`src/design/glcm_pkg.sv`:
```
/* Widths, sizes, direction encoding and the packed structs
   for the command and the AXI read and write channels */
package glcm_pkg;

	localparam int ADDR_W         = 32;
	localparam int DATA_W         = 32;
	localparam int IMG_DIM        = 16;
	localparam int PIX_W          = 5;
	localparam int CNT_W          = 8;
	localparam int GRAY_LEVELS    = 32;
	localparam int BYTES_PER_WORD = 4;
	// Four pixels or four counters per bus word
	localparam int IMG_WORDS      = IMG_DIM * IMG_DIM / BYTES_PER_WORD;
	localparam int RES_WORDS      = GRAY_LEVELS * GRAY_LEVELS / BYTES_PER_WORD;

	typedef enum logic [1:0] {
		NONE = 2'd0,
		VERT = 2'd1,
		HORZ = 2'd2,
		DIAG = 2'd3
	} dir_t;

	typedef struct packed {
		logic [ADDR_W-1:0] img_addr;
		logic [ADDR_W-1:0] res_addr;
		dir_t              dir;
		logic [3:0]        dis;
	} glcm_cmd_t;

	// ------------------------------
	// AXI channels, master view
	typedef struct packed {
		logic [ADDR_W-1:0] araddr;
		logic              arvalid;
		logic              rready;
	} axi_rd_req_t;

	typedef struct packed {
		logic              arready;
		logic [DATA_W-1:0] rdata;
		logic              rlast;
		logic              rvalid;
	} axi_rd_rsp_t;

	typedef struct packed {
		logic [ADDR_W-1:0] awaddr;
		logic              awvalid;
		logic [DATA_W-1:0] wdata;
		logic              wlast;
		logic              wvalid;
		logic              bready;
	} axi_wr_req_t;

	typedef struct packed {
		logic awready;
		logic wready;
		logic bvalid;
	} axi_wr_rsp_t;

endpackage

```
`src/design/axi_image_reader.sv`:
```
/* AXI read master fetching the image in bursts into the image store */
module axi_image_reader #(
	parameter int BURST_LEN = 16
) (
	input  logic                                   clk,
	input  logic                                   rst_n,
	input  logic                                   go,
	output logic                                   done,
	input  logic [glcm_pkg::ADDR_W-1:0]            img_addr,
	output glcm_pkg::axi_rd_req_t                  rd_req,
	input  glcm_pkg::axi_rd_rsp_t                  rd_rsp,
	output logic                                   img_we,
	output logic [$clog2(glcm_pkg::IMG_WORDS)-1:0] img_idx,
	output logic [glcm_pkg::DATA_W-1:0]            img_word
);
	import glcm_pkg::*;

	localparam int                IDX_W       = $clog2(IMG_WORDS);
	localparam logic [ADDR_W-1:0] BURST_BYTES = ADDR_W'(BURST_LEN * BYTES_PER_WORD);

	typedef enum logic [1:0] {ST_IDLE, ST_ADDR, ST_DATA, ST_DONE} state_t;

	state_t            state;
	logic [ADDR_W-1:0] araddr_q;
	logic              beat;
	logic              last_word;

	assign beat      = (state == ST_DATA) && rd_rsp.rvalid;
	assign last_word = (img_idx == IDX_W'(IMG_WORDS - 1));

	always_ff @(posedge clk or negedge rst_n) begin
		if (!rst_n) begin
			state   <= ST_IDLE;
			img_idx <= '0;
		end else begin
			case (state)
				ST_IDLE: begin
					if (go) begin
						state   <= ST_ADDR;
						img_idx <= '0;
					end
				end
				ST_ADDR: begin
					if (rd_rsp.arready)
						state <= ST_DATA;
				end
				ST_DATA: begin
					if (beat) begin
						img_idx <= img_idx + 1'b1;
						// End of burst, either next address or finished
						if (rd_rsp.rlast)
							state <= last_word ? ST_DONE : ST_ADDR;
					end
				end
				ST_DONE: begin
					if (!go)
						state <= ST_IDLE;
				end
				default: state <= ST_IDLE;
			endcase
		end
	end

	// Each burst starts BURST_LEN words past the previous one
	always_ff @(posedge clk) begin
		if (state == ST_IDLE && go)
			araddr_q <= img_addr;
		else if (beat && rd_rsp.rlast)
			araddr_q <= araddr_q + BURST_BYTES;
	end

	always_comb begin
		rd_req.araddr  = araddr_q;
		rd_req.arvalid = (state == ST_ADDR);
		rd_req.rready  = (state == ST_DATA);
	end

	// Beats go straight into the store
	assign img_we   = beat;
	assign img_word = rd_rsp.rdata;
	assign done     = (state == ST_DONE);

endmodule

```
`config.mk`:
```
export PLATFORM = sky130hd
export DESIGN_NAME = axi_image_reader
export DESIGN_NICKNAME = d
export VERILOG_FILES = /design/src/design/glcm_pkg.sv /design/src/design/axi_image_reader.sv
export SDC_FILE = /design/constraint.sdc
export NUM_CORES = 1
export LEC_CHECK = 0
export BUFFER_PORTS_ARGS = -buffer_cell sky130_fd_sc_hd__buf_2
export CAP_MARGIN = 20
export CORE_MARGIN = 4
export CORE_UTILIZATION = 30
export CTS_CLUSTER_DIAMETER = 120
export DETAILED_ROUTE_END_ITERATION = 10
export PLACE_DENSITY = 0.63
export SETUP_SLACK_MARGIN = 0.3
export SYNTH_ARGS = -nofsm -noshare
export SYNTH_HDL_FRONTEND = slang
export SYNTH_SLANG_ARGS = --single-unit
```
`constraint.sdc`:
```
create_clock -name clk -period 2.77 [get_ports clk]
set_input_delay 0.1385 -clock clk [delete_from_list [all_inputs] [get_ports clk]]
set_output_delay 0.1385 -clock clk [all_outputs]
set_load 0.05 [all_outputs]
```
=== Word-level counts from Yosys, hierarchy flattened ===
Index checks and enable logic that the tools add are counted.

* Register bits: 40
* Input bits: 70
* Output and inout bits: 74
* Logic and storage cells: 34

* $add $sub $neg: 2
* Eq/ne operators: 9
* Muxes and demuxes: 12
* Reductions and logical operators: 8

{| class="wikitable"
|+ Operators with widths
! cell !! number
|-
| $mux 32 || 2
|-
| $add 32x7->32 const B || 1
|-
| $mux 2 || 6
|-
| $mux 6 || 2
|-
| $pmux 6 s2 || 1
|-
| $pmux 2 s4 || 1
|-
| $add 6x1->6 const B || 1
|-
| $eq 6x6->1 const B || 1
|-
| $ne 2x1->1 const B || 3
|-
| $reduce_and 5->1 || 1
|-
| $eq 2x2->1 const B || 2
|-
| $ne 2x2->1 const B || 2
|-
| $reduce_bool 2->1 || 2
|-
| $logic_and 1x1->1 || 3
|-
| $reduce_and 3->1 || 1
|-
| $eq 2x1->1 const B || 1
|-
| $logic_not 2->1 || 1
|}

=== Logic depth before layout (Yosys ltp) ===
* Depth after elaboration: 5
* Gate-level depth with buffers: 8
* Gate-level depth less buffers: 5

=== Worst setup path after synthesis ===
OpenSTA, ideal clock, no wires.

* Path kind: reg-to-reg
* Start point: register state[1]
* End point: register araddr_q[10], enable pin
* Library setup time: 0.383 ns
* Data arrival time: 2.024 ns
* Data required time: 2.387 ns
* Slack: 0.363 ns
* Stages on the path, launching flop included: 6
* Period minus slack after synthesis: 2.407 ns
* Cells stage by stage: dfrtp_1 > clkbuf_1 > and3b_1 > clkbuf_1 > nand2_1 > nand2_1

* Longest elaborated chain between the ends: 4

{| class="wikitable"
|+ Ends and longest elaborated chain
! item !! line !! RTL
|-
| start, declared || axi_image_reader.sv:23 || <nowiki>state_t state;</nowiki>
|-
| start signal, assigned || axi_image_reader.sv:52 || <nowiki>state <= last_word ? ST_DONE : ST_ADDR;</nowiki>
|-
| $eq 2x2->1 || axi_image_reader.sv:28 || <nowiki>assign beat = (state == ST_DATA) && rd_rsp.rvalid;</nowiki>
|-
| $logic_and 1x1->1 || axi_image_reader.sv:28 ||
|-
| net img_we || axi_image_reader.sv:12 || <nowiki>output logic img_we,</nowiki>
|-
| $logic_and 1x1->1 || axi_image_reader.sv:68 || <nowiki>else if (beat && rd_rsp.rlast)</nowiki>
|-
| $reduce_bool 2->1 (no source line) || n/a ||
|-
| end signal, assigned || axi_image_reader.sv:67 || <nowiki>araddr_q <= img_addr;</nowiki>
|-
| end signal, assigned || axi_image_reader.sv:69 || <nowiki>araddr_q <= araddr_q + BURST_BYTES;</nowiki>
|-
| end, declared || axi_image_reader.sv:24 || <nowiki>logic [ADDR_W-1:0] araddr_q;</nowiki>
|}

The timed path passes the listed nets, and every way through them passes these cells.
A chain may end at the register's enable or synchronous reset.

=== Final worst setup path ===
* Start point: register araddr_q[22]
* End point: register araddr_q[30], data pin

* Longest elaborated chain between the ends: 3

{| class="wikitable"
|+ Ends and longest elaborated chain
! item !! line !! RTL
|-
| $add 32x7->32 || axi_image_reader.sv:69 ||
|-
| $mux 32 || axi_image_reader.sv:68 ||
|-
| $mux 32 || axi_image_reader.sv:66 || <nowiki>if (state == ST_IDLE && go)</nowiki>
|}

No other way between the ends. The select of a mux whose other input is x is not followed.

==> Implementation_results.wiki <==
{| class="wikitable"
! Metric !! Value
|-
| Outcome || finished, final reports clean
|-
| H-tree depth || 2
|-
| Final core utilization || 0.360
|-
| Number of buffer cells added on primary ports || 79
|-
| Setup-violating endpoint count in the final report || 0
|-
| Core outline area || 7810 um^2
|-
| Worst skew pair latency || 290 ps
|-
| Critical path type || flop to flop
|-
| Antenna cells || 0
|-
| Total power divided by cell area || 1040 nW/um^2
|-
| P&R area growth vs syn || 15.7%
|-
| Share of total power in combinational logic || 0.459
|-
| Accumulated negative setup slack || 0 ps
|-
| Vertical die dimension || 98.0 um
|-
| Min cycle time layout || 2170 ps
|-
| Share of post-route cells with drive strength above 1 || 0.328
|-
| Number of top-level design ports || 144
|-
| Largest net degree at the start of global routing || 27
|-
| Largest buffer count on any clock path || 2
|-
| Number of max-slew violations in the final report || 0
|-
| Overall global routing resource usage || 0.120
|-
| Pre-antenna DRT Iters || 4
|-
| Fraction of power consumed by the clock network || 0.164
|-
| Top fanout value on the critical path || 10
|-
| DIE WIDTH || 98.0 um
|-
| Detailed placement HPWL || 4.33 mm
|-
| Capturing element type of the critical path || flop
|-
| Initial core utilization || 0.311
|-
| Number of antenna violations at the first check in global routing || 1
|-
| Clock root buffer || sky130_fd_sc_hd__clkbuf_8
|-
| Maximum Capacitance Violations || 0
|-
| Vias in the first global route || 1880
|-
| Internal cell power || 1.54 mW
|-
| Relative slew slack || 0.746
|-
| Global-route wire length before repair || 9.40 mm
|-
| DRC violations left || 0
|-
| Worst path arrival time || 2320 ps
|-
| Detailed router's first-iteration violation count || 90
|-
| Switching power summed over all nets || 1.40 mW
|-
| Number of nets in the layout || 367
|-
| Total non-filler cell area in the finished layout || 2810 um^2
|-
| Worst Path Required || 2920 ps
|-
| Number of inserted filler cells in the final layout || 819
|-
| Syn Inst Count || 248
|-
| CTS tree || built
|-
| Mapped Area || 2430 um^2
|-
| Post-placement cell area || 2700 um^2
|-
| Worst-margin pin slew || 381 ps
|-
| Final hold viol count || 0
|-
| Cts bufs inserted || 5
|-
| Synth Register Bits || 40
|-
| Number of warnings reported in the yosys synthesis log || 0
|-
| Average routed wire per standard cell || 14.8 um
|-
| Setup repair bufs after CTS || 0
|-
| Nets in the synthesized netlist || 320
|-
| Mean post-synth cell area || 9.80 um^2
|-
| Vias per std cell || 4.91
|-
| Sink Count || 40
|-
| Clock tree skew after final layout || 9.90 ps
|-
| Peak supply drop || 0.306 mV
|-
| Distinct cell type count after synthesis || 38
|-
| Antenna Violating Nets Remaining || 0
|-
| CTS clk-pin slew, worst paths || 90 ps
|-
| Fin crit share || 0.782
|-
| Tot Pwr || 2.94 mW
|-
| Routed vias || 1956
|-
| Static leakage power || 1.13 nW
|-
| Rows || 32
|-
| Filler-free cell count of the finished design || 398
|-
| Remaining global-route overflow || 0
|-
| Post-cts gate resize count || 0
|-
| Number of placed instances, taps included || 389
|-
| Class of the tightest hold or removal check || input port to flop
|-
| Maximum achievable frequency || 0.461 GHz
|-
| Global placement routability congestion || 0.757
|-
| WL final || 5.87 mm
|-
| Share of synthesized area occupied by flip-flops and latches || 0.478
|-
| Die area || 9610 um^2
|-
| Proportion of power drawn by flip-flops and latches || 0.377
|-
| Net switching share of the total power || 0.477
|-
| Category of the worst setup path launch point || flop
|-
| Unrepaired setup endpoints after global routing || no
|}
## cells in the mapped netlist (all sizes together)
| master | n | area (um^2) |
|---|---|---|
| and4 | 2 | 18.8 |
| a22o | 2 | 17.5 |
| xnor2 | 1 | 8.76 |
| and3b | 1 | 8.76 |
| a311oi | 1 | 8.76 |
| mux2 | 2 | 22.5 |
| o211ai | 2 | 15.0 |
| a211o | 1 | 8.76 |
| nor2b | 3 | 18.8 |
| ha | 2 | 25.0 |
| o31ai | 7 | 52.6 |
| inv | 2 | 7.51 |
| and2 | 8 | 50.1 |
| dfrtp | 8 | 200 |
| nand3 | 14 | 75.1 |
| xor2 | 14 | 123 |
| buf | 36 | 258 |
| a21oi | 3 | 15.0 |
| a31oi | 11 | 68.8 |
| o21ai | 15 | 75.1 |
| nor2 | 18 | 67.6 |
| nand4 | 8 | 50.1 |
| o211a | 1 | 10.0 |
| nand2 | 27 | 101 |
| or4 | 9 | 68.8 |
| or3 | 4 | 27.5 |
| nand2b | 1 | 6.26 |
| clkbuf | 8 | 30.0 |
| nor4 | 1 | 6.26 |
| edfxtp | 32 | 961 |
| and3 | 4 | 25.0 |
## power groups by stage
stage	registers (mW)	logic [mW]	clock network, mW
floorplan	1.58	0.668	0
global placement	1.11	1.35	0
detailed placement	1.12	1.36	0
CTS	1.11	1.37	0.500
global route	1.15	1.45	0.525
finish	1.11	1.35	0.483
## final timing paths
check,startpoint,to,slack (ps),cells past startpoint
min reg2reg,img_idx[1]$_DFFE_PN0P_,img_idx[1]$_DFFE_PN0P_,550,1
max in group asynchronous,rst_n,img_idx[5]$_DFFE_PN0P_,2370,2
max,araddr_q[22]$_DFFE_PP_,araddr_q[30]$_DFFE_PP_,600,4
max reg2reg,araddr_q[22]$_DFFE_PP_,araddr_q[30]$_DFFE_PP_,600,4
min,img_addr[7],araddr_q[7]$_DFFE_PP_,110,3
min in group asynchronous,rst_n,img_idx[0]$_DFFE_PN0P_,230,2
## worst max-delay path, stage by stage, from the launching register on
cell                       delay [ps]
sky130_fd_sc_hd__edfxtp_1         440
sky130_fd_sc_hd__nand4_1          210
sky130_fd_sc_hd__or4_1            670
sky130_fd_sc_hd__or4_1            540
sky130_fd_sc_hd__a31oi_1          160
## cell usage in the layout (no fill, tap or decap), types with 3 or more instances in the layout
cell,synthesis,final
sky130_fd_sc_hd__o21ai_0,15,15
sky130_fd_sc_hd__and2_1,7,7
sky130_fd_sc_hd__buf_4,32,4
sky130_fd_sc_hd__o31ai_1,7,7
sky130_fd_sc_hd__and3_1,4,4
sky130_fd_sc_hd__nand4_1,8,8
sky130_fd_sc_hd__nor2b_1,3,3
sky130_fd_sc_hd__buf_2,2,79
sky130_fd_sc_hd__edfxtp_1,32,32
sky130_fd_sc_hd__nand3_1,13,13
sky130_fd_sc_hd__nand2_1,27,27
sky130_fd_sc_hd__clkbuf_8,0,5
sky130_fd_sc_hd__nor2_1,18,18
sky130_fd_sc_hd__dfrtp_1,8,8
sky130_fd_sc_hd__or4_1,8,8
sky130_fd_sc_hd__a21oi_1,3,3
sky130_fd_sc_hd__a31oi_1,11,11
sky130_fd_sc_hd__xor2_1,14,14
## registers in the layout, indices dropped and copies added (netlist names)
register,cells
araddr_q,32
state,2
img_idx,6
## cells by family after synthesis
family / share of synthesized area
AND/OR/NAND/NOR: 0.216
buffers and inverters: 0.121
AO/OA/AOI/OAI: 0.112
flip-flops: 0.478
XOR/XNOR: 0.0540
multiplexers: 0.00926
adder cells (fa/ha/maj): 0.0103
## metal layers
| metal | GRT usage | part of all wire | up-vias |
|---|---|---|---|
| met5 | 0 | 0.0020 | - |
| met4 | 0.0351 | 0.013 | 2 |
| met3 | 0.0400 | 0.085 | 13 |
| met2 | 0.190 | 0.46 | 63 |
| met1 | 0.157 | 0.44 | 913 |
| li1 | - | - | 965 |
## layout make-up
| class | count | area (um^2) | area share |
|---|---|---|---|
| clock inverters | 2 | 35.0 | 0.0124 |
| repair buffers | 84 | 435 | 0.155 |
| inverters | 2 | 7.51 | 0.00267 |
| flip-flops and latches | 40 | 1160 | 0.413 |
| clock buffers | 6 | 72.6 | 0.0258 |
| well taps | 102 | 128 | 0.0454 |
| multi-input cells | 162 | 975 | 0.346 |
## through the flow
stage	hold slack, ps	setup WS, ps
floorplan	-157	363
global placement	-7.01	687
detailed placement	-7.26	611
CTS	99.2	576
global route	115	380
finish	110	603
## what timing repair did
item	CTS	global route
endpoints found under the setup margin	0	0
hold buffers	1	0
endpoints found under the hold margin	8	0
(Power assumes the default switching activity.)
