<file path="src/design/glcm_pkg.sv">
/* Widths, sizes, direction encoding and the packed structs
   for the command and the AXI read and write channels */
package glcm_pkg;

	localparam int ADDR_W         = 32;
	localparam int DATA_W         = 32;
	localparam int IMG_DIM        = 16;
	localparam int PIX_W          = 5;
	localparam int CNT_W          = 8;
	localparam int GRAY_LEVELS    = 32;
	localparam int BYTES_PER_WORD = 4;
	// Four pixels or four counters per bus word
	localparam int IMG_WORDS      = IMG_DIM * IMG_DIM / BYTES_PER_WORD;
	localparam int RES_WORDS      = GRAY_LEVELS * GRAY_LEVELS / BYTES_PER_WORD;

	typedef enum logic [1:0] {
		NONE = 2'd0,
		VERT = 2'd1,
		HORZ = 2'd2,
		DIAG = 2'd3
	} dir_t;

	typedef struct packed {
		logic [ADDR_W-1:0] img_addr;
		logic [ADDR_W-1:0] res_addr;
		dir_t              dir;
		logic [3:0]        dis;
	} glcm_cmd_t;

	// ------------------------------
	// AXI channels, master view
	typedef struct packed {
		logic [ADDR_W-1:0] araddr;
		logic              arvalid;
		logic              rready;
	} axi_rd_req_t;

	typedef struct packed {
		logic              arready;
		logic [DATA_W-1:0] rdata;
		logic              rlast;
		logic              rvalid;
	} axi_rd_rsp_t;

	typedef struct packed {
		logic [ADDR_W-1:0] awaddr;
		logic              awvalid;
		logic [DATA_W-1:0] wdata;
		logic              wlast;
		logic              wvalid;
		logic              bready;
	} axi_wr_req_t;

	typedef struct packed {
		logic awready;
		logic wready;
		logic bvalid;
	} axi_wr_rsp_t;

endpackage

</file>
<file path="src/design/glcm_ctrl.sv">
/* Command latch and READ, COUNT, WRITE sequencer with out_valid pulse */
module glcm_ctrl (
	input  logic                clk,
	input  logic                rst_n,
	input  logic                in_valid,
	input  glcm_pkg::glcm_cmd_t in_cmd,
	output logic                out_valid,
	output glcm_pkg::glcm_cmd_t cmd,
	output logic                rd_go,
	input  logic                rd_done,
	output logic                acc_go,
	input  logic                acc_done,
	output logic                wr_go,
	input  logic                wr_done
);

	// REQ holds go high, REL waits for done to drop
	typedef enum logic [2:0] {
		ST_IDLE,
		ST_RD_REQ,
		ST_RD_REL,
		ST_ACC_REQ,
		ST_ACC_REL,
		ST_WR_REQ,
		ST_WR_REL
	} state_t;

	state_t state;
	state_t state_nxt;

	always_comb begin
		state_nxt = state;
		case (state)
			ST_IDLE:    if (in_valid) state_nxt = ST_RD_REQ;
			ST_RD_REQ:  if (rd_done) state_nxt = ST_RD_REL;
			ST_RD_REL:  if (!rd_done) state_nxt = ST_ACC_REQ;
			ST_ACC_REQ: if (acc_done) state_nxt = ST_ACC_REL;
			ST_ACC_REL: if (!acc_done) state_nxt = ST_WR_REQ;
			ST_WR_REQ:  if (wr_done) state_nxt = ST_WR_REL;
			ST_WR_REL:  if (!wr_done) state_nxt = ST_IDLE;
			default:    state_nxt = ST_IDLE;
		endcase
	end

	always_ff @(posedge clk or negedge rst_n) begin
		if (!rst_n) begin
			state     <= ST_IDLE;
			out_valid <= 1'b0;
		end else begin
			state     <= state_nxt;
			// Writer handshake closed, job complete
			out_valid <= (state == ST_WR_REL) && !wr_done;
		end
	end

	// Commands arriving while busy are dropped
	always_ff @(posedge clk) begin
		if (state == ST_IDLE && in_valid)
			cmd <= in_cmd;
	end

	assign rd_go  = (state == ST_RD_REQ);
	assign acc_go = (state == ST_ACC_REQ);
	assign wr_go  = (state == ST_WR_REQ);

endmodule

</file>
<file path="config.mk">
export PLATFORM = sky130hd
export DESIGN_NAME = glcm_ctrl
export DESIGN_NICKNAME = d
export VERILOG_FILES = /design/src/design/glcm_pkg.sv /design/src/design/glcm_ctrl.sv
export SDC_FILE = /design/constraint.sdc
export NUM_CORES = 1
export LEC_CHECK = 0
export BUFFER_PORTS_ARGS = -buffer_cell sky130_fd_sc_hd__buf_4
export CORE_ASPECT_RATIO = 0.9
export CORE_MARGIN = 10
export CORE_UTILIZATION = 45
export CTS_CLUSTER_SIZE = 40
export DETAILED_ROUTE_END_ITERATION = 16
export PLACE_DENSITY = 0.87
export SKIP_CTS_REPAIR_TIMING = 1
export SYNTH_ARGS = -nofsm -noshare
export SYNTH_HDL_FRONTEND = slang
export SYNTH_SLANG_ARGS = --single-unit
</file>
<file path="constraint.sdc">
create_clock -name clk -period 12.7 [get_ports clk]
set_clock_uncertainty 0.15 [all_clocks]
set_input_delay 1.27 -clock clk [delete_from_list [all_inputs] [get_ports clk]]
set_output_delay 1.27 -clock clk [all_outputs]
set_load 0.02 [all_outputs]
</file>
; ---- Yosys cells after proc, flatten, opt, wreduce, memory -nomap -nowiden
; Cells that the tools add are included.
[word_totals]
output_inout_bits = 74
word_cells = 32
register_bits = 74
input_bits = 76
[classes]
eq_ne = 13
n_reduce_logical = 5
n_mux = 8
[op_table]
columns = op, count
row1 = two-way mux 3 bit, 7
row2 = one-hot mux 3 bit (7 select lines), 1
row3 = "equality test 3 bit, second input constant", 3
row4 = "!= test 2 bit, second input constant", 4
row5 = AND reduction 7 bit, 1
row6 = "equality test 3 x 2 -> 1 bit, second input constant", 2
row7 = "!= test 2 x 1 -> 1 bit, second input constant", 3
row8 = "equality test 3 x 1 -> 1 bit, second input constant", 1
row9 = logical NOT 3 bit, 1
row10 = logical AND 1 bit, 2
row11 = logical NOT 1 bit, 1

; ---- Longest topological paths before layout
; Gate-level depths: netlist of run 1.
[depth]
word_depth = 3
mapped_depth = 4
ltp_nobuf = 3

; ---- Worst setup path after synthesis of run 1
; No wires, ideal clock.
[synth_timing]
kind = input port to flip-flop
from = input port in_valid
to = register cmd[0] (netlist name) (enable)
setup_ns = 0.541
cell_stages = 1
path_slack_ns = 6.846
required_ns = 12.009
arrival_time_ns = 5.163
n_path_buf = 0
path_cell_list = nor4b_2
[synth_via]
elab_chain_cells = 1
[synth_rtl]
columns = item, line_no
row1 = start: declaration, glcm_ctrl.sv:5  ; input logic in_valid,
row2 = logical AND 1 bit, glcm_ctrl.sv:58  ; if (state == ST_IDLE && in_valid)
row3 = end signal: assignment, glcm_ctrl.sv:59  ; cmd <= in_cmd;
row4 = end: declaration, glcm_ctrl.sv:8  ; output glcm_pkg::glcm_cmd_t cmd,
; Every way passes these cells.
; A chain may end at the register's enable or synchronous reset.

; ---- Worst setup path after layout of run 1
[layout_timing]
from = register state[1]
to = output port acc_go
[layout_via]
elab_chain_cells = 1
[layout_rtl]
columns = item, line_no
row1 = start: declaration, glcm_ctrl.sv:28  ; state_t state;
row2 = start signal: assignment, glcm_ctrl.sv:50  ; state <= state_nxt;
row3 = equality test 3 x 2 -> 1 bit, glcm_ctrl.sv:63  ; assign acc_go = (state == ST_ACC_REQ);
row4 = end: declaration, glcm_ctrl.sv:11  ; output logic acc_go,
; Every way passes these cells.

==> results of run 1 <==
## area by class of cell
class	count	area share, %
clock inverters	7	3.43
well taps	65	2.12
inverters	2	0.196
clock buffers	9	3.23
multi-input cells	18	3.95
flip-flops and latches	74	57.5
repair buffers	151	29.6
## metal layers
layer | track usage [%] | share of wire [%] | up-vias
li1 | - | - | 702
met1 | 16.0 | 33 | 726
met2 | 29.4 | 50 | 110
met3 | 8.72 | 15 | 11
met4 | 7.26 | 1.7 | 0
met5 | 0 | 0 | -
## path summary, 6_finish.rpt
kind / endpoint / from / slack (ps)
max: acc_go / state[1]$_DFFE_PN0P_ / 9860
max in group asynchronous: state[0]$_DFFE_PN0P_ / rst_n / 11730
min reg2reg: out_valid$_DFF_PN0_ / state[0]$_DFFE_PN0P_ / 580
min in group clk: out_valid$_DFF_PN0_ / state[0]$_DFFE_PN0P_ / 580
max reg2reg: cmd[25]$_DFFE_PP_ / state[2]$_DFFE_PN0P_ / 10870
min: state[2]$_DFFE_PN0P_ / rst_n / 570
## sequential cells by signal (all words and copies together) (netlist names)
signal     cells
cmd           70
state          3
out_valid      1
## cells by family (layout without fill, tap and decap cells)
kind of cell	count (synthesis)	count (layout)	share of synthesized area (%)
AOI/OAI and AO/OA	6	6	1.80
DFF	74	74	93.1
and+or+nand+nor	11	11	3.81
buffers and inverters	4	169	0.846
muxes	1	1	0.423
## worst max-delay path, cell delays in order (launching register included)
cell and delay, ps:
dfrtp_1 560, inv_2 130, nor3b_4 230, buf_4 170
## per-stage QoR
stage | setup slack (ps) | hold slack, ps | total power, uW
floorplan | 6850 | 476 | 452
global placement | 10190 | 518 | 539
detailed placement | 10170 | 560 | 549
CTS | 9860 | 555 | 780
global route | 9790 | 549 | 804
finish | 9860 | 569 | 773
## cell usage after synthesis, drive strengths merged
library cell	instances	share of area [%]
o21ai	2	0.42
inv	2	0.32
mux2i	1	0.42
a311oi	1	0.37
a22o	1	0.37
edfxtp	70	89
nor2	2	0.32
nor3b	2	1.1
a31oi	1	0.26
dfrtp	4	4.2
and3	1	0.32
a221oi	1	0.37
nand2	2	0.32
buf	2	0.53
nor4b	4	1.7
## report_power, final
part / switching [uW] / internal, uW / leakage [uW] / total (uW)
registers: 27.7 / 326 / 0.000694 / 354
logic: 110 / 78.9 / 0.000784 / 189
clock network: 82.1 / 148 / 0.000126 / 230
==> metrics.csv, run 1 <==
metric;value;unit
diodes;0;
final_area;3830;um^2
period_minus_slack;2840;ps
rows;24;
postLayoutCoreUtil;77.3;%
end_kind;output port;
max_slew_margin;67.6;%
start_util;47.7;%
clock_path_buffers;2;
worst_slew_pin_slew;486;ps
criticalPathCategory;flop to output port;
finalCritPeriodShare;22.4;%
vdd_drop_max;0.135;mV
postSynthCellCount;96;
core_area;4950;um^2
nets;332;
critPathLaunchType;flop;
dpl.hpwl;5810;um
clk_latency;330;ps
clk_pin_slew;70;ps
hold_viol;0;
nFillCells;309;
ys_ff_latch;74;
layout_commonest_cell;buf_4;
drive_above_1_share;64.4;%
dp_cells;310;
synth-seq-area-share;93.1;%
htreeDepth;3;
grt_max_degree;39;
synth.distinct_cells;19;
antenna_found_initial;0;
finalSetupTns;0;ps
drc;0;
status;finished, final reports clean;
port_buffers;149;
tritoncts;yes;
netlist_area;2360;um^2
cts_made_buffers;9;
ant_nets;0;
fin_cells;326;
cellPowerDensity;202;nW/um^2
p_leak;0.00160;uW
setup_viol;0;
worstPathArrival;1420;ps
placed_area;3580;um^2
die_y;88.8;um
drt-initial-drc-count;89;
grt_use_total;16.7;%
io_pins;150;
wl;7510;um
fmax;352;MHz
drv_cap;0;
clock_sinks;74;
first_pass_iters;4;
r2r_cells;2;
multi_input_area;151;um^2
grt_pass1_vias;1648;
vias_per_cell;4.75;
wl_per_cell;23.0;um
via_count;1549;
drv_slew;0;
die_x;96.4;um
clockRootBuffer;clkbuf_8;
syn_to_final_growth;62.0;%
grt_overflow;0;
yosys_warnings;0;
required;11280;ps
final_cell_mix;buf_4 (151), edfxtp_1 (70), clkbuf_8 (9);
crit_path_max_fanout;8;
syn_nets;172;
grt_pass1_wl;10200;um
avgSynthCellArea;24.6;um^2
seqCellArea;2200;um^2
dieArea;8560;um^2
routabilityCongestion;0.864;
rsz0062_at_grt;false;
hold_class;primary input to asynchronous set/reset pin;
Power figures use the tool's default switching activity.
==> inputs of run 2 (changes only) <==
--- a/config.mk
+++ b/config.mk
@@ -8,10 +8,10 @@
 export BUFFER_PORTS_ARGS = -buffer_cell sky130_fd_sc_hd__buf_4
 export CORE_ASPECT_RATIO = 0.9
 export CORE_MARGIN = 10
-export CORE_UTILIZATION = 45
+export CORE_UTILIZATION = 38
 export CTS_CLUSTER_SIZE = 40
 export DETAILED_ROUTE_END_ITERATION = 16
-export PLACE_DENSITY = 0.87
+export PLACE_DENSITY = 0.79
 export SKIP_CTS_REPAIR_TIMING = 1
 export SYNTH_ARGS = -nofsm -noshare
 export SYNTH_HDL_FRONTEND = slang
==> constraint.sdc (replaced) <==
create_clock -name clk -period 2.6 [get_ports clk]
set_clock_uncertainty 0.15 [all_clocks]
set_input_delay 0.26 -clock clk [delete_from_list [all_inputs] [get_ports clk]]
set_output_delay 0.26 -clock clk [all_outputs]
set_load 0.02 [all_outputs]
==> metrics.csv, run 2 (synthesized netlist as in run 1, its figures left out) <==
metric;value;unit
cellPowerDensity;792;nW/um^2
p_comb_share;29.0;%
start_util;38.9;%
via_count;1865;
drc;0;
drive_above_1_share;51.4;%
cpPeakStageDelay;640;ps
hold_viol;0;
dpl.hpwl;5290;um
r2r_setup_slack;680;ps
swShare;32.4;%
die_y;94.8;um
worstPathArrival;1550;ps
grt_max_degree;40;
largest_reg_flops;70;
status;finished, final reports clean;
criticalPathCategory;flop to output port;
layout_commonest_cell;buf_4;
antenna_found_initial;0;
critPathSlowestCell;dfrtp_1;
drt-initial-drc-count;92;
p_int;2400;uW
first_pass_iters;4;
fin_cells;405;
clkPwrFrac;22.3;%
nets;404;
dieArea;9780;um^2
required;2190;ps
rows;27;
fmax;510;MHz
drv_slew;0;
clock_sinks;74;
vias_per_cell;4.60;
io_pins;150;
crit_family;flip-flops;
finalCritPeriodShare;75.4;%
htreeDepth;3;
grt_pass1_vias;1659;
placed_area;3590;um^2
routabilityCongestion;0.818;
tritoncts;yes;
drv_cap;0;
switching_power;1150;uW
final_area;4480;um^2
vdd_drop_max;0.720;mV
p_leak;0.00186;uW
die_x;103;um
grt_pass1_wl;9400;um
final_cell_mix;buf_4 (151), dlygate4sd3_1 (72), edfxtp_1 (70);
path_buf_inv;1;
worst_slew_pin_slew;504;ps
clk_latency;350;ps
finalSetupTns;0;ps
max_slew_margin;66.4;%
cts_made_buffers;9;
port_buffers;149;
p_seq_share;48.7;%
clock_path_buffers;2;
core_area;6080;um^2
diodes;0;
clk_pin_slew;90;ps
rsz0062_at_grt;false;
clockRootBuffer;clkbuf_8;
nFillCells;365;
setup_viol;0;
wl_per_cell;20.3;um
grt_use_total;13.3;%
dp_cells;317;
postLayoutCoreUtil;73.7;%
largest_register;cmd;
crit_path_max_fanout;12;
period_minus_slack;1960;ps
syn_to_final_growth;89.6;%
critPathLaunchType;flop;
hold_class;primary input to flop;
grt_overflow;0;
end_kind;output port;
crit_chain;nor3b_4 -> buf_4;
ant_nets;0;
largestRegisters;cmd: 70 flops, state: 3 flops, out_valid: 1 flops;
wl;8210;um
[run 2: path summary, 6_finish.rpt]
kind | startpoint | endpoint | cells after the start
max | state[0]$_DFFE_PN0P_ | acc_go | 2
min | acc_done | state[2]$_DFFE_PN0P_ | 2
max reg2reg | state[2]$_DFFE_PN0P_ | cmd[56]$_DFFE_PP_ | 2
min reg2reg | state[1]$_DFFE_PN0P_ | state[0]$_DFFE_PN0P_ | 2
max in group asynchronous | rst_n | out_valid$_DFF_PN0_ | 2
min in group asynchronous | rst_n | state[2]$_DFFE_PN0P_ | 2
[run 2: area by class of cell]
cell class / instances / area (um^2) / area share [%]
sequential: 74 / 2200 / 49.1
timing repair buffer: 223 / 1850 / 41.4
clock inverter: 7 / 52.6 / 1.17
multi-input combinational: 18 / 151 / 3.38
tap: 72 / 90.1 / 2.01
inverter: 2 / 7.51 / 0.167
clock buffer: 9 / 124 / 2.76
[run 2: power by group through the flow]
stage          logic [uW]  clock network (uW)  registers (uW)
6_report             1030                 790            1730
5_1_grt              1090                 862            1750
4_1_cts               927                 802            1720
3_5_place_dp          926                   0            1740
3_3_place_gp          910                   0            1730
2_1_floorplan         239                   0            1960
[run 2: per-stage QoR]
stage	power, uW	setup WS [ps]	hold WS (ps)
after global placement	2640	782	-88.5
after CTS	3450	730	-462
after global routing	3700	599	30.8
final	3550	640	53.2
after detailed placement	2670	740	-87.1
after floorplan	2200	-753	-186
[run 2: routing by layer]
metal | wire length (um) | track usage [%] | vias to the layer above
met5 | 0 | 0 | -
met4 | 97 | 4.05 | 0
met3 | 1220 | 12.8 | 11
met2 | 4200 | 20.5 | 129
met1 | 2690 | 12.1 | 878
li1 | - | - | 847
==> inputs of run 3 (changes only) <==
--- a/config.mk
+++ b/config.mk
@@ -5,13 +5,14 @@
 export SDC_FILE = /design/constraint.sdc
 export NUM_CORES = 1
 export LEC_CHECK = 0
+export ABC_AREA = 1
 export BUFFER_PORTS_ARGS = -buffer_cell sky130_fd_sc_hd__buf_4
 export CORE_ASPECT_RATIO = 0.9
 export CORE_MARGIN = 10
 export CORE_UTILIZATION = 38
 export CTS_CLUSTER_SIZE = 40
 export DETAILED_ROUTE_END_ITERATION = 16
-export PLACE_DENSITY = 0.79
+export PLACE_DENSITY = 0.78
 export SKIP_CTS_REPAIR_TIMING = 1
 export SYNTH_ARGS = -nofsm -noshare
 export SYNTH_HDL_FRONTEND = slang
==> constraint.sdc (replaced) <==
create_clock -name clk -period 1.8 [get_ports clk]
set_clock_uncertainty 0.15 [all_clocks]
set_input_delay 0.18 -clock clk [delete_from_list [all_inputs] [get_ports clk]]
set_output_delay 0.18 -clock clk [all_outputs]
set_load 0.02 [all_outputs]
==> metrics.csv, run 3 <==
metric;value;unit
largestRegisters;cmd: 70 flops, state: 3 flops, out_valid: 1 flops;
critPathSlowestCell;dfrtp_1;
largest_reg_flops;70;
vdd_drop_max;0.665;mV
diodes;0;
synthFlopType;edfxtp_1;
largest_register;cmd;
cts_made_buffers;9;
ant_nets;0;
clk_pin_slew;70;ps
cpPeakStageDelay;390;ps
grt_max_degree;71;
critPathLaunchType;flop;
clk_latency;330;ps
synth-edff-count;70;
core_area;6220;um^2
grt_use_total;13.8;%
place_ws;221;ps
drv_slew;0;
cellPowerDensity;1180;nW/um^2
synth.most_common_cell;edfxtp_1;
dieArea;10100;um^2
final_cell_mix;buf_4 (153), dlygate4sd3_1 (72), edfxtp_1 (70);
htreeDepth;3;
dpl.hpwl;5770;um
grt_pass1_vias;1743;
hold_viol;0;
clock_path_buffers;2;
ys_ff_latch;74;
wl_per_cell;20.3;um
status;finished, final reports clean;
tritoncts;yes;
r2r_setup_slack;110;ps
start_util;39.7;%
netlist_area;2470;um^2
async_flop_share;5.41;%
swShare;32.2;%
end_kind;flop;
timing.rr.start;state[0]$_DFFE_PN0P_;
reg2reg_to;cmd[65]$_DFFE_PP_;
avgSynthCellArea;20.2;um^2
p_int;3700;uW
crit_path_max_fanout;70;
p_seq_share;44.2;%
wl;9080;um
worstPathArrival;1550;ps
port_buffers;149;
p_comb_share;33.9;%
postLayoutSetupSlackWorst;106;ps
clkPwrFrac;21.9;%
crit_family;buffers and inverters;
criticalPathCategory;flop to flop;
yosys_warnings;0;
drc;0;
grt_overflow;0;
layout_commonest_cell;buf_4;
die_x;105;um
finalCritPeriodShare;94.1;%
first_pass_iters;4;
rsz0062_at_grt;false;
max_slew_margin;76.6;%
seqCellArea;2200;um^2
r2r_cells;3;
synth.distinct_cells;18;
p_leak;0.00199;uW
grt_pass1_wl;10400;um
via_count;1959;
vias_per_cell;4.37;
synth_top_area_cell;edfxtp_1;
syn_nets;198;
required;1650;ps
multi_input_area;209;um^2
syn_to_final_growth;88.1;%
io_pins;150;
nets;433;
hold_ws;33.0;ps
drt-initial-drc-count;77;
postSynthCellCount;122;
worst_slew_pin_slew;351;ps
setup_viol;0;
synthTopCellsByCount;edfxtp_1 (70), nand2_1 (13), inv_1 (6), nand3_1 (6), dfrtp_1 (4);
drive_above_1_share;50.7;%
rows;27;
period_minus_slack;1690;ps
clockRootBuffer;clkbuf_8;
clock_sinks;74;
routabilityCongestion;0.863;
ys_top_cells_by_area;edfxtp_1 (85%), dfrtp_1 (4.1%), nand2_1 (2.0%), buf_6 (1.4%), nand3_1 (1.2%);
yosysTopAreaCellShare;85.2;%
fmax;590;MHz
hold_class;primary input to asynchronous set/reset pin;
synth-seq-area-share;89.3;%
path_buf_inv;2;
crit_chain;buf_4 -> nor4_4 -> buf_12;
die_y;96.4;um
antenna_found_initial;0;
drv_cap;0;
nFillCells;400;
switching_power;1760;uW
-- run 3: cell types whose count changed after synthesis, sizes merged, moves of 2 or more --
| cell | previous run | this run |
|---|---|---|
| inv | 2 | 9 |
| nand2 | 2 | 16 |
| nand3 | 0 | 7 |
| nand4 | 0 | 2 |
| nor2 | 2 | 8 |
| nor3b | 2 | 0 |
| nor4b | 4 | 0 |
| o21ai | 2 | 0 |
-- run 3: worst reg2reg max path, delay by kind of cell, from the launching register on --
kind	cells	cell delay, ps
buf+inv	2	510
flops	1	390
simple gates	1	290
-- run 3: cell type report --
| cell class | instances | share of cell area (%) |
|---|---|---|
| clock inverter | 6 | 1.27 |
| inverter | 9 | 0.782 |
| multi-input combinational | 36 | 4.50 |
| tap | 87 | 2.35 |
| timing repair buffer | 227 | 41.0 |
| clock buffer | 9 | 2.67 |
| sequential | 74 | 47.5 |
-- run 3: power groups by stage --
stage	Combinational, uW	Clock [uW]	Sequential [uW]
finish	1850	1190	2410
global route	1980	1300	2440
CTS	1670	1220	2410
detailed placement	1670	0	2440
global placement	1640	0	2430
floorplan	628	0	2780
-- run 3: cells by family after synthesis --
kind of cell           count (synthesis)  synth area share (%)
DFF                                   74                  89.3
and+or+nand+nor                       35                  7.66
AOI/OAI and AO/OA                      1                 0.203
buffers and inverters                 12                  2.84
-- run 3: worst max-delay path by stage --
stage / start / end / depth (start not counted)
2_1_floorplan: state[0]$_DFFE_PN0P_ / cmd[0]$_DFFE_PP_ / 2
3_3_place_gp: state[0]$_DFFE_PN0P_ / cmd[3]$_DFFE_PP_ / 2
3_5_place_dp: state[0]$_DFFE_PN0P_ / cmd[68]$_DFFE_PP_ / 2
4_1_cts: state[0]$_DFFE_PN0P_ / rd_go / 6
5_1_grt: state[1]$_DFFE_PN0P_ / wr_go / 5
6_report: state[0]$_DFFE_PN0P_ / cmd[65]$_DFFE_PP_ / 3
-- run 3: layer usage --
metal,GRT usage (%),routed length [um]
met5,0,0
met4,6.51,112
met3,6.95,829
met2,23.1,4820
met1,14.6,3320
-- run 3: metrics by stage --
step / total power [uW] / cells / TNS, ps / cell area, um^2 / utilization (%)
CTS: 5300 / 374 / 0 / 3900 / 62.7
detailed placement: 4110 / 359 / 0 / 3720 / 59.8
global placement: 4070 / 359 / 0 / 3720 / 59.8
floorplan: 3410 / 122 / -112710 / 2480 / -
finish: 5460 / 448 / 0 / 4640 / 74.6
global route: 5710 / 448 / 0 / 4640 / 74.6
