$ cat config.mk
export PLATFORM = sky130hd
export DESIGN_NAME = axi_result_writer
export DESIGN_NICKNAME = d
export VERILOG_FILES = /design/src/design/glcm_pkg.sv /design/src/design/axi_result_writer.sv
export SDC_FILE = /design/constraint.sdc
export NUM_CORES = 1
export LEC_CHECK = 0
export ABC_CLOCK_PERIOD_IN_PS = 3690
export BUFFER_PORTS_ARGS = -buffer_cell sky130_fd_sc_hd__buf_2
export CORE_UTILIZATION = 45
export CTS_BUF_LIST = sky130_fd_sc_hd__clkbuf_4 sky130_fd_sc_hd__clkbuf_8 sky130_fd_sc_hd__clkbuf_16
export DETAILED_ROUTE_END_ITERATION = 12
export PLACE_DENSITY = 0.81
export SLEW_MARGIN = 20
export SYNTH_ARGS = -nofsm -noshare
export SYNTH_HDL_FRONTEND = slang
export SYNTH_SLANG_ARGS = --single-unit
$ cat constraint.sdc
create_clock -name clk -period 3.69 [get_ports clk]
set_clock_uncertainty 0.1 [all_clocks]
set_input_delay 0.1845 -clock clk [delete_from_list [all_inputs] [get_ports clk]]
set_output_delay 0.1845 -clock clk [all_outputs]
set_load 0.1 [all_outputs]
$ cat src/design/glcm_pkg.sv
/* Widths, sizes, direction encoding and the packed structs
   for the command and the AXI read and write channels */
package glcm_pkg;

	localparam int ADDR_W         = 32;
	localparam int DATA_W         = 32;
	localparam int IMG_DIM        = 16;
	localparam int PIX_W          = 5;
	localparam int CNT_W          = 8;
	localparam int GRAY_LEVELS    = 32;
	localparam int BYTES_PER_WORD = 4;
	// Four pixels or four counters per bus word
	localparam int IMG_WORDS      = IMG_DIM * IMG_DIM / BYTES_PER_WORD;
	localparam int RES_WORDS      = GRAY_LEVELS * GRAY_LEVELS / BYTES_PER_WORD;

	typedef enum logic [1:0] {
		NONE = 2'd0,
		VERT = 2'd1,
		HORZ = 2'd2,
		DIAG = 2'd3
	} dir_t;

	typedef struct packed {
		logic [ADDR_W-1:0] img_addr;
		logic [ADDR_W-1:0] res_addr;
		dir_t              dir;
		logic [3:0]        dis;
	} glcm_cmd_t;

	// ------------------------------
	// AXI channels, master view
	typedef struct packed {
		logic [ADDR_W-1:0] araddr;
		logic              arvalid;
		logic              rready;
	} axi_rd_req_t;

	typedef struct packed {
		logic              arready;
		logic [DATA_W-1:0] rdata;
		logic              rlast;
		logic              rvalid;
	} axi_rd_rsp_t;

	typedef struct packed {
		logic [ADDR_W-1:0] awaddr;
		logic              awvalid;
		logic [DATA_W-1:0] wdata;
		logic              wlast;
		logic              wvalid;
		logic              bready;
	} axi_wr_req_t;

	typedef struct packed {
		logic awready;
		logic wready;
		logic bvalid;
	} axi_wr_rsp_t;

endpackage

$ cat src/design/axi_result_writer.sv
/* AXI write master streaming matrix words out in bursts */
module axi_result_writer #(
	parameter int BURST_LEN = 16
) (
	input  logic                                   clk,
	input  logic                                   rst_n,
	input  logic                                   go,
	output logic                                   done,
	input  logic [glcm_pkg::ADDR_W-1:0]            res_addr,
	output glcm_pkg::axi_wr_req_t                  wr_req,
	input  glcm_pkg::axi_wr_rsp_t                  wr_rsp,
	output logic [$clog2(glcm_pkg::RES_WORDS)-1:0] res_idx,
	input  logic [glcm_pkg::DATA_W-1:0]            res_word
);
	import glcm_pkg::*;

	localparam int                IDX_W       = $clog2(RES_WORDS);
	localparam logic [ADDR_W-1:0] BURST_BYTES = ADDR_W'(BURST_LEN * BYTES_PER_WORD);

	typedef enum logic [2:0] {ST_IDLE, ST_AW, ST_W, ST_B, ST_DONE} state_t;

	state_t            state;
	logic [ADDR_W-1:0] awaddr_q;
	logic              final_q;
	logic              beat;
	logic              wlast;

	assign beat  = (state == ST_W) && wr_rsp.wready;
	// Bursts are aligned on the word index
	assign wlast = ((int'(res_idx) % BURST_LEN) == BURST_LEN - 1);

	always_ff @(posedge clk or negedge rst_n) begin
		if (!rst_n) begin
			state   <= ST_IDLE;
			res_idx <= '0;
			final_q <= 1'b0;
		end else begin
			case (state)
				ST_IDLE: begin
					if (go) begin
						state   <= ST_AW;
						res_idx <= '0;
						final_q <= 1'b0;
					end
				end
				ST_AW: begin
					if (wr_rsp.awready)
						state <= ST_W;
				end
				ST_W: begin
					if (beat) begin
						res_idx <= res_idx + 1'b1;
						if (res_idx == IDX_W'(RES_WORDS - 1))
							final_q <= 1'b1;
						if (wlast)
							state <= ST_B;
					end
				end
				ST_B: begin
					// Next address only once the response is in
					if (wr_rsp.bvalid)
						state <= final_q ? ST_DONE : ST_AW;
				end
				ST_DONE: begin
					if (!go)
						state <= ST_IDLE;
				end
				default: state <= ST_IDLE;
			endcase
		end
	end

	always_ff @(posedge clk) begin
		if (state == ST_IDLE && go)
			awaddr_q <= res_addr;
		else if (state == ST_B && wr_rsp.bvalid)
			awaddr_q <= awaddr_q + BURST_BYTES;
	end

	// wdata follows res_idx, so it holds while wready is low
	always_comb begin
		wr_req.awaddr  = awaddr_q;
		wr_req.awvalid = (state == ST_AW);
		wr_req.wdata   = res_word;
		wr_req.wlast   = wlast;
		wr_req.wvalid  = (state == ST_W);
		wr_req.bready  = (state == ST_B);
	end

	assign done = (state == ST_DONE);

endmodule

After elaboration in Yosys (flattened, before gate mapping). Index checks and enable logic that the tools add are counted.

Bits in registers: 44. Bits in latches: 0. Bits in writable memories: 0. Bits in read-only memories: 0. Input port bits: 70. Output and inout port bits: 77. Word-level logic and storage cells: 45. Memories kept: 0.

Add/sub/neg operators: 2. Multipliers: 0. Div/mod/pow operators: 0. $lt $le $gt $ge: 0. Equality and inequality tests: 13. Shift-type cells: 0. Multiplexer cells: 17. Bitwise operators: 0. Reduce and logical (&&, ||, !) cells: 9.

Operators with widths (number): 2-to-1 mux 32 bit (2); adder 32 x 7 -> 32 bit, second input constant (1); 2-to-1 mux 3 bit (7); 2-to-1 mux 8 bit (2); case mux 8 bit (2 select lines) (1); case mux 3 bit (5 select lines) (1); inequality test 2 x 1 -> 1 bit, second input constant (5); adder 8 x 1 -> 8 bit, second input constant (1); == test 8 bit, second input constant (1); == test 3 x 2 -> 1 bit, second input constant (2); AND reduction 6 bit (1); == test 4 x 1 -> 1 bit, second input constant (1); inequality test 2 bit, second input constant (2); AND reduction 4 bit (1); nonzero test 2 bit (2); == test 3 x 1 -> 1 bit, second input constant (1); == test 3 bit, second input constant (1); logical AND 1 bit (3); logical NOT 3 bit (1); 2-to-1 mux 1 bit (3); AND reduction 3 bit (1); case mux 1 bit (2 select lines) (1).

Longest topological paths before layout. Gate-level depths: netlist of run 1.

Depth after elaboration: 4. Gate-level depth with buffers: 7. Mapped depth without buffers: 6.

Least setup slack after synthesis of run 1. No wires, ideal clock.

Kind: flip-flop to flip-flop. Start point: reg state[1]. End point: reg state[0]. Setup time: 0.134 ns. Data arrival time: 3.531 ns. Required time: 3.456 ns. Path slack: -0.075 ns. Stages on the path, launching flop included: 6. Buffers on the path: 1. Period minus slack after synthesis: 3.765 ns. Path through: dfrtp_1 -> clkbuf_1 -> nor3b_1 -> o21ai_0 -> o211ai_1 -> a21oi_1.

RTL lines: start: declaration (RTL line axi_result_writer.sv:22) `state_t state;`; start signal: assignment (RTL line axi_result_writer.sv:62) `state <= final_q ? ST_DONE : ST_AW;`.

Final worst setup path of run 1.
Start point: reg state[0]. End point: reg awaddr_q[9] (data pin).

Longest elaborated chain between the ends: 3.

RTL lines: logical NOT 3 bit (RTL line axi_result_writer.sv:74) `if (state == ST_IDLE && go)`; logical AND 1 bit (RTL line axi_result_writer.sv:74); 2-to-1 mux 32 bit (RTL line axi_result_writer.sv:74); end signal: assignment (RTL line axi_result_writer.sv:75) `awaddr_q <= res_addr;`; end signal: assignment (RTL line axi_result_writer.sv:77) `awaddr_q <= awaddr_q + BURST_BYTES;`; end: declaration (RTL line axi_result_writer.sv:23) `logic [ADDR_W-1:0] awaddr_q;`.

Every way passes these cells. A chain may end at the register's enable or synchronous reset.

==> results of run 1 <==
==> metrics by stage <==
stage | utilization [%] | power (mW)
after detailed placement | 51.83 | 2.688
after floorplan | - | 2.563
after CTS | 53.56 | 2.994
after global placement | 51.83 | 2.655
after global routing | 53.56 | 3.129
final | 53.56 | 2.977
==> cells by family after synthesis <==
family / share of synthesized area (%)
DFF: 46.62
xor gates and xnor gates: 4.856
adders and majority gates: 0.9249
muxes: 0.7401
AOI/OAI and AO/OA: 11.24
and+or+nand+nor: 22.52
buffers and inverters: 13.09
==> report_power, final <==
| group | total, mW | internal [mW] | switching [mW] | leakage [nW] |
|---|---|---|---|---|
| clock network | 0.303 | 0.147 | 0.156 | 0.0467 |
| registers | 0.952 | 0.765 | 0.187 | 0.462 |
| logic | 1.72 | 0.307 | 1.42 | 0.729 |
| total | 2.98 | 1.22 | 1.76 | 1.24 |
==> worst min-delay path, cell delays in order <==
cell     delay (ps)
buf_2            80
nand2_1          40
nand2_1          40
==> path summary, 6_finish.rpt <==
check,start,end,slack (ps),depth (start not counted)
setup / recovery,state[0],awaddr_q[9],1250,6
hold / removal,res_addr[7],awaddr_q[7],60,3
setup reg to reg,state[0],awaddr_q[9],1250,6
hold reg to reg,final_q,final_q,440,2
max in group asynchronous,rst_n,res_idx[0],3080,2
min in group asynchronous,rst_n,res_idx[2],200,2
==> what timing repair did <==
action / 4_1_cts / 5_1_grt
hold buffers: 1 / 0
hold endpoints to repair: 12 / 0
buffers inserted: 0 / 0
==> registers in the layout, indices dropped and copies added, names as in the netlist <==
signal	flops
res_idx	8
final_q	1
awaddr_q	32
state	3
==> layout by cell type, fill, tap and decap left out, types with 5 or more instances in the layout <==
master / netlist / routed
a31oi_1: 12 / 12
and2_1: 7 / 7
buf_2: 1 / 82
clkbuf_8: 0 / 5
dfrtp_1: 12 / 12
edfxtp_1: 32 / 32
inv_1: 11 / 11
nand2_1: 31 / 31
nand3_1: 19 / 19
nand4_1: 6 / 6
nor2_1: 20 / 20
nor4_1: 6 / 6
o21ai_0: 23 / 23
o31ai_1: 5 / 5
or3_1: 7 / 7
or4_1: 6 / 6
xnor2_1: 11 / 11
==> final cells by class <==
| class | instances | area (um^2) | share of cell area, % |
|---|---|---|---|
| clock buffer | 7 | 83.83 | 2.774 |
| clock inverter | 1 | 3.754 | 0.1242 |
| inverter | 11 | 41.29 | 1.366 |
| multi-input combinational | 188 | 1099 | 36.36 |
| sequential | 44 | 1261 | 41.74 |
| tap | 72 | 90.09 | 2.981 |
| timing repair buffer | 86 | 442.9 | 14.66 |
==> metal layers <==
metal / GRT usage [%] / vias up / part of all wire (%)
met5: 0 / - / 0
met4: 6.727 / 0 / 1.3
met3: 4.914 / 8 / 6.7
met2: 30.94 / 81 / 47
met1: 22.13 / 1050 / 45
li1: - / 1099 / -
==> results.py, run 1 <==
metrics = {
    "global_route": {
        "overflow": 0,
        "grt_pass1_wl_mm": 9.156,
        "grt_start_max_net_pins": 30,
        "grt_usage_pct": 18.29,
        "antenna_found_initial": 0,
        "grt_pass1_vias": 2063,
    },
    "sta": {
        "tns_ps": 0,
        "rsz0062_at_grt": "false",
        "worst_slack_ps": 1247,
        "worst_pin_slew_ps": 791.7,
        "fin_crit_sh_pct": 66.21,
        "slew-limit-headroom_pct": 47.16,
        "fmax_ghz": 0.4093,
        "hold_violations": 0,
        "setup_viol": 0,
        "hold_slack_ps": 55.38,
        "drv_slew": 0,
        "period_needed_ps": 2443,
    },
    "clock_network": {
        "clk_pin_slew_ps": 80,
        "cts_tree": "yes",
        "clkSinkCount": 44,
        "htreeDepth": 2,
        "cts_resized": 0,
        "cts_max_path_buffers": 2,
        "numCtsBuffers": 5,
        "cts-root-buf": "clkbuf_8",
        "clock_latency_ps": 290,
    },
    "floorplanning": {
        "die_h_um": 79.53,
        "core_um2": 5642,
        "initial_utilization_pct": 47.95,
        "io_pins": 147,
        "fp.dieW_um": 79.53,
        "rows": 27,
        "fp.dieArea_um2": 6325,
    },
    "detailed_routing": {
        "vias": 2238,
        "antenna_left": 0,
        "via_per_inst": 5.472,
        "detail_route.first_pass.iterations": 4,
        "drt-wirelength-per-cell_um": 13.98,
        "drc": 0,
        "drt_iter0_drc": 120,
        "drt-total-wl_mm": 5.716,
    },
    "pwr": {
        "powerDensity_nw_per_um2": 985.3,
        "p_leak_nw": 1.237,
        "ir_drop_mv": 0.4793,
    },
    "yosys": {
        "syn_avg_cell_area_um2": 9.360,
        "syn-instance-count": 289,
        "synth_top_area_share_pct": 35.52,
        "yosysMostFrequentCell": "buf_4",
        "synth_area_leaders": "edfxtp_1 36%, dfrtp_1 11%, buf_4 9.2%",
        "ys_top_cells_by_count": "33 x buf_4, 32 x edfxtp_1, 31 x nand2_1, 23 x o21ai_0, 20 x nor2_1",
        "ys_ff_latch": 44,
        "synth.largest_area_cell": "edfxtp_1",
        "ys_types": 35,
        "ys_seq_area_share_pct": 46.62,
        "ys_warn_count": 0,
        "syn_area_um2": 2705,
        "ys.flop_type": "edfxtp_1",
        "syn_nets": 361,
        "synth_edf_count": 32,
        "async_flop_share_pct": 27.27,
    },
    "finish": {
        "finalNonFillerCells": 409,
        "nets": 408,
        "n_fill_cell": 534,
        "areaGrowthSynthToFinish_pct": 11.70,
        "design_area_um2": 3022,
        "drive_gt1_share_pct": 29.08,
        "diodes": 0,
    },
    "critical_path": {
        "path_max_fanout": 29,
        "cpPeakStageDelay_ps": 610,
        "crit_slowest_cell": "inv_1",
        "cp_common_cell": "buf_4",
        "path_class": "flip-flop to flip-flop",
        "crit_required_ps": 3620,
        "startpoint_type": "flip-flop",
        "endpoint_kind": "flip-flop",
        "path_delay_family": "buffers and inverters",
        "cp.arrival_ps": 2380,
        "path_cells": "nor2_1 -> nand3b_1 -> buf_4 -> inv_1 -> buf_4 -> o21ai_0",
        "path_buf_inv": 3,
    },
    "worst_hold_path": {
        "min_path_type": "input port to flip-flop",
    },
    "placed_design": {
        "place.gp.congestion": 0.7863,
        "dp_hpwl_mm": 4.196,
        "postPlaceCellArea_um2": 2924,
        "portBuffers": 82,
        "place_inst": 400,
        "dp_slack_ps": 1234,
    },
    "flow_run": {
        "cap_violations": 0,
    },
    "run_status": {
        "status": "completed",
    },
}
No activity file was read; power rests on OpenSTA's default activity.
==> run 2, diff against run 1 <==
Settings changed: ABC_CLOCK_PERIOD_IN_PS 3690 to 2550.
Clock period 3.69 ns to 2.55 ns, I/O delays scaled along.
==> run 2 against run 1 <==
- utilization grew 2.5 points
- die area is the same
- critical path type unchanged
- highest routed layer unchanged
- critical path depth shrank 2
- final area grew 4.6%
- critical endpoint is now awaddr_q[27]
- final cell count grew 2.2%
==> results.py, run 2 (synthesis results as in run 1) <==
metrics = {
    "run_status": {
        "status": "completed",
    },
    "clock_network": {
        "clock_latency_ps": 300,
        "cts_max_path_buffers": 2,
        "clkSinkCount": 44,
        "cts_resized": 0,
        "htreeDepth": 2,
        "postCtsHoldBufs": 8,
        "cts-root-buf": "clkbuf_8",
        "numCtsBuffers": 5,
        "clk_pin_slew_ps": 80,
        "post_cts_buffers": 0,
        "cts_tree": "yes",
    },
    "critical_path": {
        "path_buf_inv": 0,
        "path_cells": "nand3_2 -> or4_4 -> or4_1 -> a31oi_1",
        "startpoint_type": "flip-flop",
        "crit_slowest_cell": "or4_4",
        "path_class": "flip-flop to flip-flop",
        "cp.arrival_ps": 2300,
        "cpPeakStageDelay_ps": 640,
        "path_max_fanout": 12,
        "path_delay_family": "simple AND/OR/NAND/NOR gates",
        "crit_required_ps": 2610,
        "endpoint_kind": "flip-flop",
    },
    "placed_design": {
        "portBuffers": 82,
        "dp_hpwl_mm": 4.261,
        "place_inst": 402,
        "place.gp.congestion": 0.8386,
        "dp_slack_ps": 334.2,
    },
    "finish": {
        "layout_commonest_cell": "buf_2",
        "finalNonFillerCells": 418,
        "areaGrowthSynthToFinish_pct": 16.84,
        "drive_gt1_share_pct": 30.92,
        "nets": 417,
        "reg.largest.list": "awaddr_q (32), res_idx (8), state (3)",
        "largest_reg_flops": 32,
        "top_register": "awaddr_q",
        "final_cell_mix": "82 x buf_2, 32 x edfxtp_1, 31 x nand2_1",
        "diodes": 0,
    },
    "floorplanning": {
        "io_pins": 147,
        "die_h_um": 79.53,
        "rows": 27,
        "fp.dieArea_um2": 6325,
        "initial_utilization_pct": 47.95,
        "core_um2": 5642,
        "fp.dieW_um": 79.53,
    },
    "pwr": {
        "powerDensity_nw_per_um2": 1394,
        "p_total_mw": 4.405,
        "ir_drop_mv": 0.7645,
        "p_leak_nw": 1.291,
    },
    "detailed_routing": {
        "detail_route.first_pass.iterations": 4,
        "via_per_inst": 5.438,
        "drt_iter0_drc": 92,
        "vias": 2273,
        "antenna_left": 0,
        "drt-total-wl_mm": 5.753,
        "drt-wirelength-per-cell_um": 13.76,
        "drc": 0,
    },
    "sta": {
        "fin_crit_sh_pct": 87.79,
        "tns_ps": 0,
        "setup_viol": 0,
        "hold_violations": 0,
        "fmax_ghz": 0.4467,
        "slew-limit-headroom_pct": 66.77,
        "drv_slew": 0,
        "worst_slack_ps": 311.4,
        "period_needed_ps": 2239,
        "worst_pin_slew_ps": 501.9,
        "rsz0062_at_grt": "false",
    },
    "global_route": {
        "grt_pass1_wl_mm": 9.377,
        "antenna_found_initial": 0,
        "grt_usage_pct": 18.96,
        "grt_start_max_net_pins": 29,
        "overflow": 0,
        "grt_pass1_vias": 2104,
    },
    "flow_run": {
        "cap_violations": 0,
    },
    "worst_hold_path": {
        "min_path_type": "input port to flip-flop",
    },
}
[run 2: cell count changes in the layout (fill, tap and decap cells not counted), sizes merged]
cell         delta
clkinv          -1
dlygate4sd3     +7
clkbuf          +1
buf             +2
[run 2: metrics by stage]
step	hold WS, ps	instance area (um^2)	utilization, %
finish	2.491	3161	56.02
floorplan	-268.1	2764	-
CTS	1.735	3161	56.02
global route	7.527	3161	56.02
detailed placement	-81.32	2983	52.87
global placement	-85.40	2983	52.87
[run 2: area by class of cell]
class / instances / area, um^2
clock buffer: 8 / 97.59
fill: 525 / 2481
inverter: 11 / 41.29
multi-input combinational: 188 / 1142
sequential: 44 / 1261
tap: 72 / 90.09
timing repair buffer: 95 / 528.0
[run 2: layer usage]
metal	track usage [%]	share of wire, %	up-vias
met5	0	0	-
met4	8.727	2.7	0
met3	4.229	6.1	18
met2	33.33	49	88
met1	21.70	43	1048
li1	-	-	1119
[run 2: worst paths after layout]
kind                        startpoint      endpoint  slack, ps  depth (start not counted)
setup / recovery           awaddr_q[8]  awaddr_q[27]        310                          4
hold / removal             res_addr[7]   awaddr_q[7]          2                          3
setup reg to reg           awaddr_q[8]  awaddr_q[27]        310                          4
hold reg to reg                final_q       final_q        430                          2
max in group asynchronous        rst_n    res_idx[4]       2020                          2
min in group asynchronous        rst_n    res_idx[7]        120                          2
[run 2: worst register-to-register path, stage by stage (launching register included)]
cell,delay (ps)
edfxtp_1,460
nand3_2,230
or4_4,640
or4_1,500
a31oi_1,170
[run 2: power by group]
part / leakage [nW] / total [mW] / switching, mW / internal (mW)
registers: 0.462 / 1.38 / 0.276 / 1.11
logic: 0.777 / 2.54 / 2.06 / 0.477
clock network: 0.0523 / 0.484 / 0.241 / 0.243
==> run 3, diff against run 2 <==
Settings changed: ABC_CLOCK_PERIOD_IN_PS 2550 to 2000, CORE_UTILIZATION 45 to 41, PLACE_DENSITY 0.81 to 0.77.
Clock period 2.55 ns to 2 ns, I/O delays scaled along.
==> run 3 against run 2 <==
- final area rose by 15%
- combinational power rose by 49%
- highest routed layer unchanged
- global-route usage rose by 0.30 points
- non-clock buffer count rose by 44
- via count rose by 6.7%
- setup slack got worse by 280 ps
==> results.py, run 3 (synthesis results as in run 1) <==
metrics = {
    "clock_network": {
        "cts-root-buf": "clkbuf_8",
        "clock_latency_ps": 300,
        "cts_max_path_buffers": 2,
        "numCtsBuffers": 5,
        "clkSinkCount": 44,
        "htreeDepth": 2,
        "cts_tree": "yes",
        "clk_pin_slew_ps": 80,
    },
    "sta": {
        "slew-limit-headroom_pct": 66.42,
        "period_needed_ps": 1971,
        "fin_crit_sh_pct": 98.55,
        "drv_slew": 0,
        "hold_violations": 0,
        "tns_ps": 0,
        "fmax_ghz": 0.5074,
        "worst_slack_ps": 29.08,
        "setup_viol": 0,
        "rsz0062_at_grt": "true",
        "hold_slack_ps": 15.81,
        "worst_pin_slew_ps": 507.2,
    },
    "global_route": {
        "grt_pass1_vias": 2319,
        "grt_pass1_wl_mm": 10.81,
        "grt_usage_pct": 19.25,
        "grt_start_max_net_pins": 49,
        "antenna_found_initial": 0,
        "overflow": 0,
    },
    "floorplanning": {
        "fp.dieArea_um2": 6926,
        "core_um2": 6350,
        "rows": 29,
        "die_h_um": 83.23,
        "initial_utilization_pct": 42.60,
        "io_pins": 147,
        "fp.dieW_um": 83.23,
    },
    "critical_path": {
        "path_delay_family": "simple AND/OR/NAND/NOR gates",
        "path_cells": "nand2_1 -> or4_4 -> or4_1 -> a31oi_1",
        "cpPeakStageDelay_ps": 530,
        "crit_required_ps": 2050,
        "crit_slowest_cell": "or4_4",
        "path_buf_inv": 0,
        "cp.arrival_ps": 2020,
        "path_class": "flip-flop to flip-flop",
        "path_max_fanout": 5,
        "endpoint_kind": "flip-flop",
        "startpoint_type": "flip-flop",
    },
    "finish": {
        "final_cell_mix": "82 x buf_2, 32 x edfxtp_1, 31 x nand2_1",
        "reg.largest.list": "awaddr_q (32), res_idx (8), state (3)",
        "design_area_um2": 3627,
        "layout_commonest_cell": "buf_2",
        "finalNonFillerCells": 467,
        "finish.utilization_pct": 57.12,
        "n_fill_cell": 567,
        "nets": 461,
        "top_register": "awaddr_q",
        "multi_input_area_um2": 1194,
        "seq_area_um2": 1264,
        "diodes": 0,
        "drive_gt1_share_pct": 35.90,
        "largest_reg_flops": 32,
        "areaGrowthSynthToFinish_pct": 34.09,
    },
    "pwr": {
        "ir_drop_mv": 1.095,
        "powerDensity_nw_per_um2": 1676,
        "p_leak_nw": 1.515,
        "p_total_mw": 6.080,
    },
    "detailed_routing": {
        "detail_route.first_pass.iterations": 4,
        "drt-wirelength-per-cell_um": 14.22,
        "drc": 0,
        "drt-total-wl_mm": 6.642,
        "via_per_inst": 5.193,
        "antenna_left": 0,
        "drt_iter0_drc": 92,
        "vias": 2425,
    },
    "placed_design": {
        "dp_hpwl_mm": 4.683,
        "place.gp.congestion": 0.7945,
        "dp_slack_ps": -31.63,
        "portBuffers": 82,
        "postPlaceCellArea_um2": 3213,
        "place_inst": 427,
    },
    "flow_run": {
        "cap_violations": 0,
    },
    "worst_hold_path": {
        "min_path_type": "input port to flip-flop",
    },
    "run_status": {
        "status": "completed",
    },
}
## run 3: repair_timing
item                                    4_1_cts  5_1_grt
hold buffers                                 24        0
endpoints found under the hold margin        36        0
endpoints found under the setup margin        3        9
buffers inserted                              5        3
resized for setup                             0        2
pin swaps                                     5        5
## run 3: metal layers
layer  up-vias  GRT usage [%]  routed length [um]
li1       1209              -                   -
met1      1122          23.55                2750
met2        83          33.76                3420
met3        11          4.274                 376
met4         0          5.799                  94
met5         -              0                   0
## run 3: power breakdown
part,switching [mW],internal (mW),leakage (nW)
registers,0.242,1.41,0.459
clock network,0.319,0.321,0.0566
logic,2.86,0.927,0.999
total,3.42,2.66,1.51
## run 3: layout make-up
class	instances	area share, %
clock inverters	2	0.3105
flip-flops and latches	44	34.84
clock buffers	6	2.587
repair buffers	139	25.56
multi-input cells	188	32.91
inverters	11	1.138
well taps	77	2.656
## run 3: path summary, 6_finish.rpt
check                             startpoint            to  slack [ps]  cells after the start
worst max register to register   awaddr_q[6]  awaddr_q[27]          30                      4
worst max-delay path             awaddr_q[6]  awaddr_q[27]          30                      4
max in group asynchronous              rst_n    res_idx[1]        1470                      2
min in group asynchronous              rst_n    res_idx[4]         100                      2
worst min-delay path            res_addr[22]  awaddr_q[22]          20                      3
worst min register to register       final_q      state[2]         440                      1
## run 3: worst reg2reg max path, cell delays in order, from the launching register on
cell      delay [ps]
edfxtp_1         430
nand2_1           90
or4_4            530
or4_1            490
a31oi_1          180
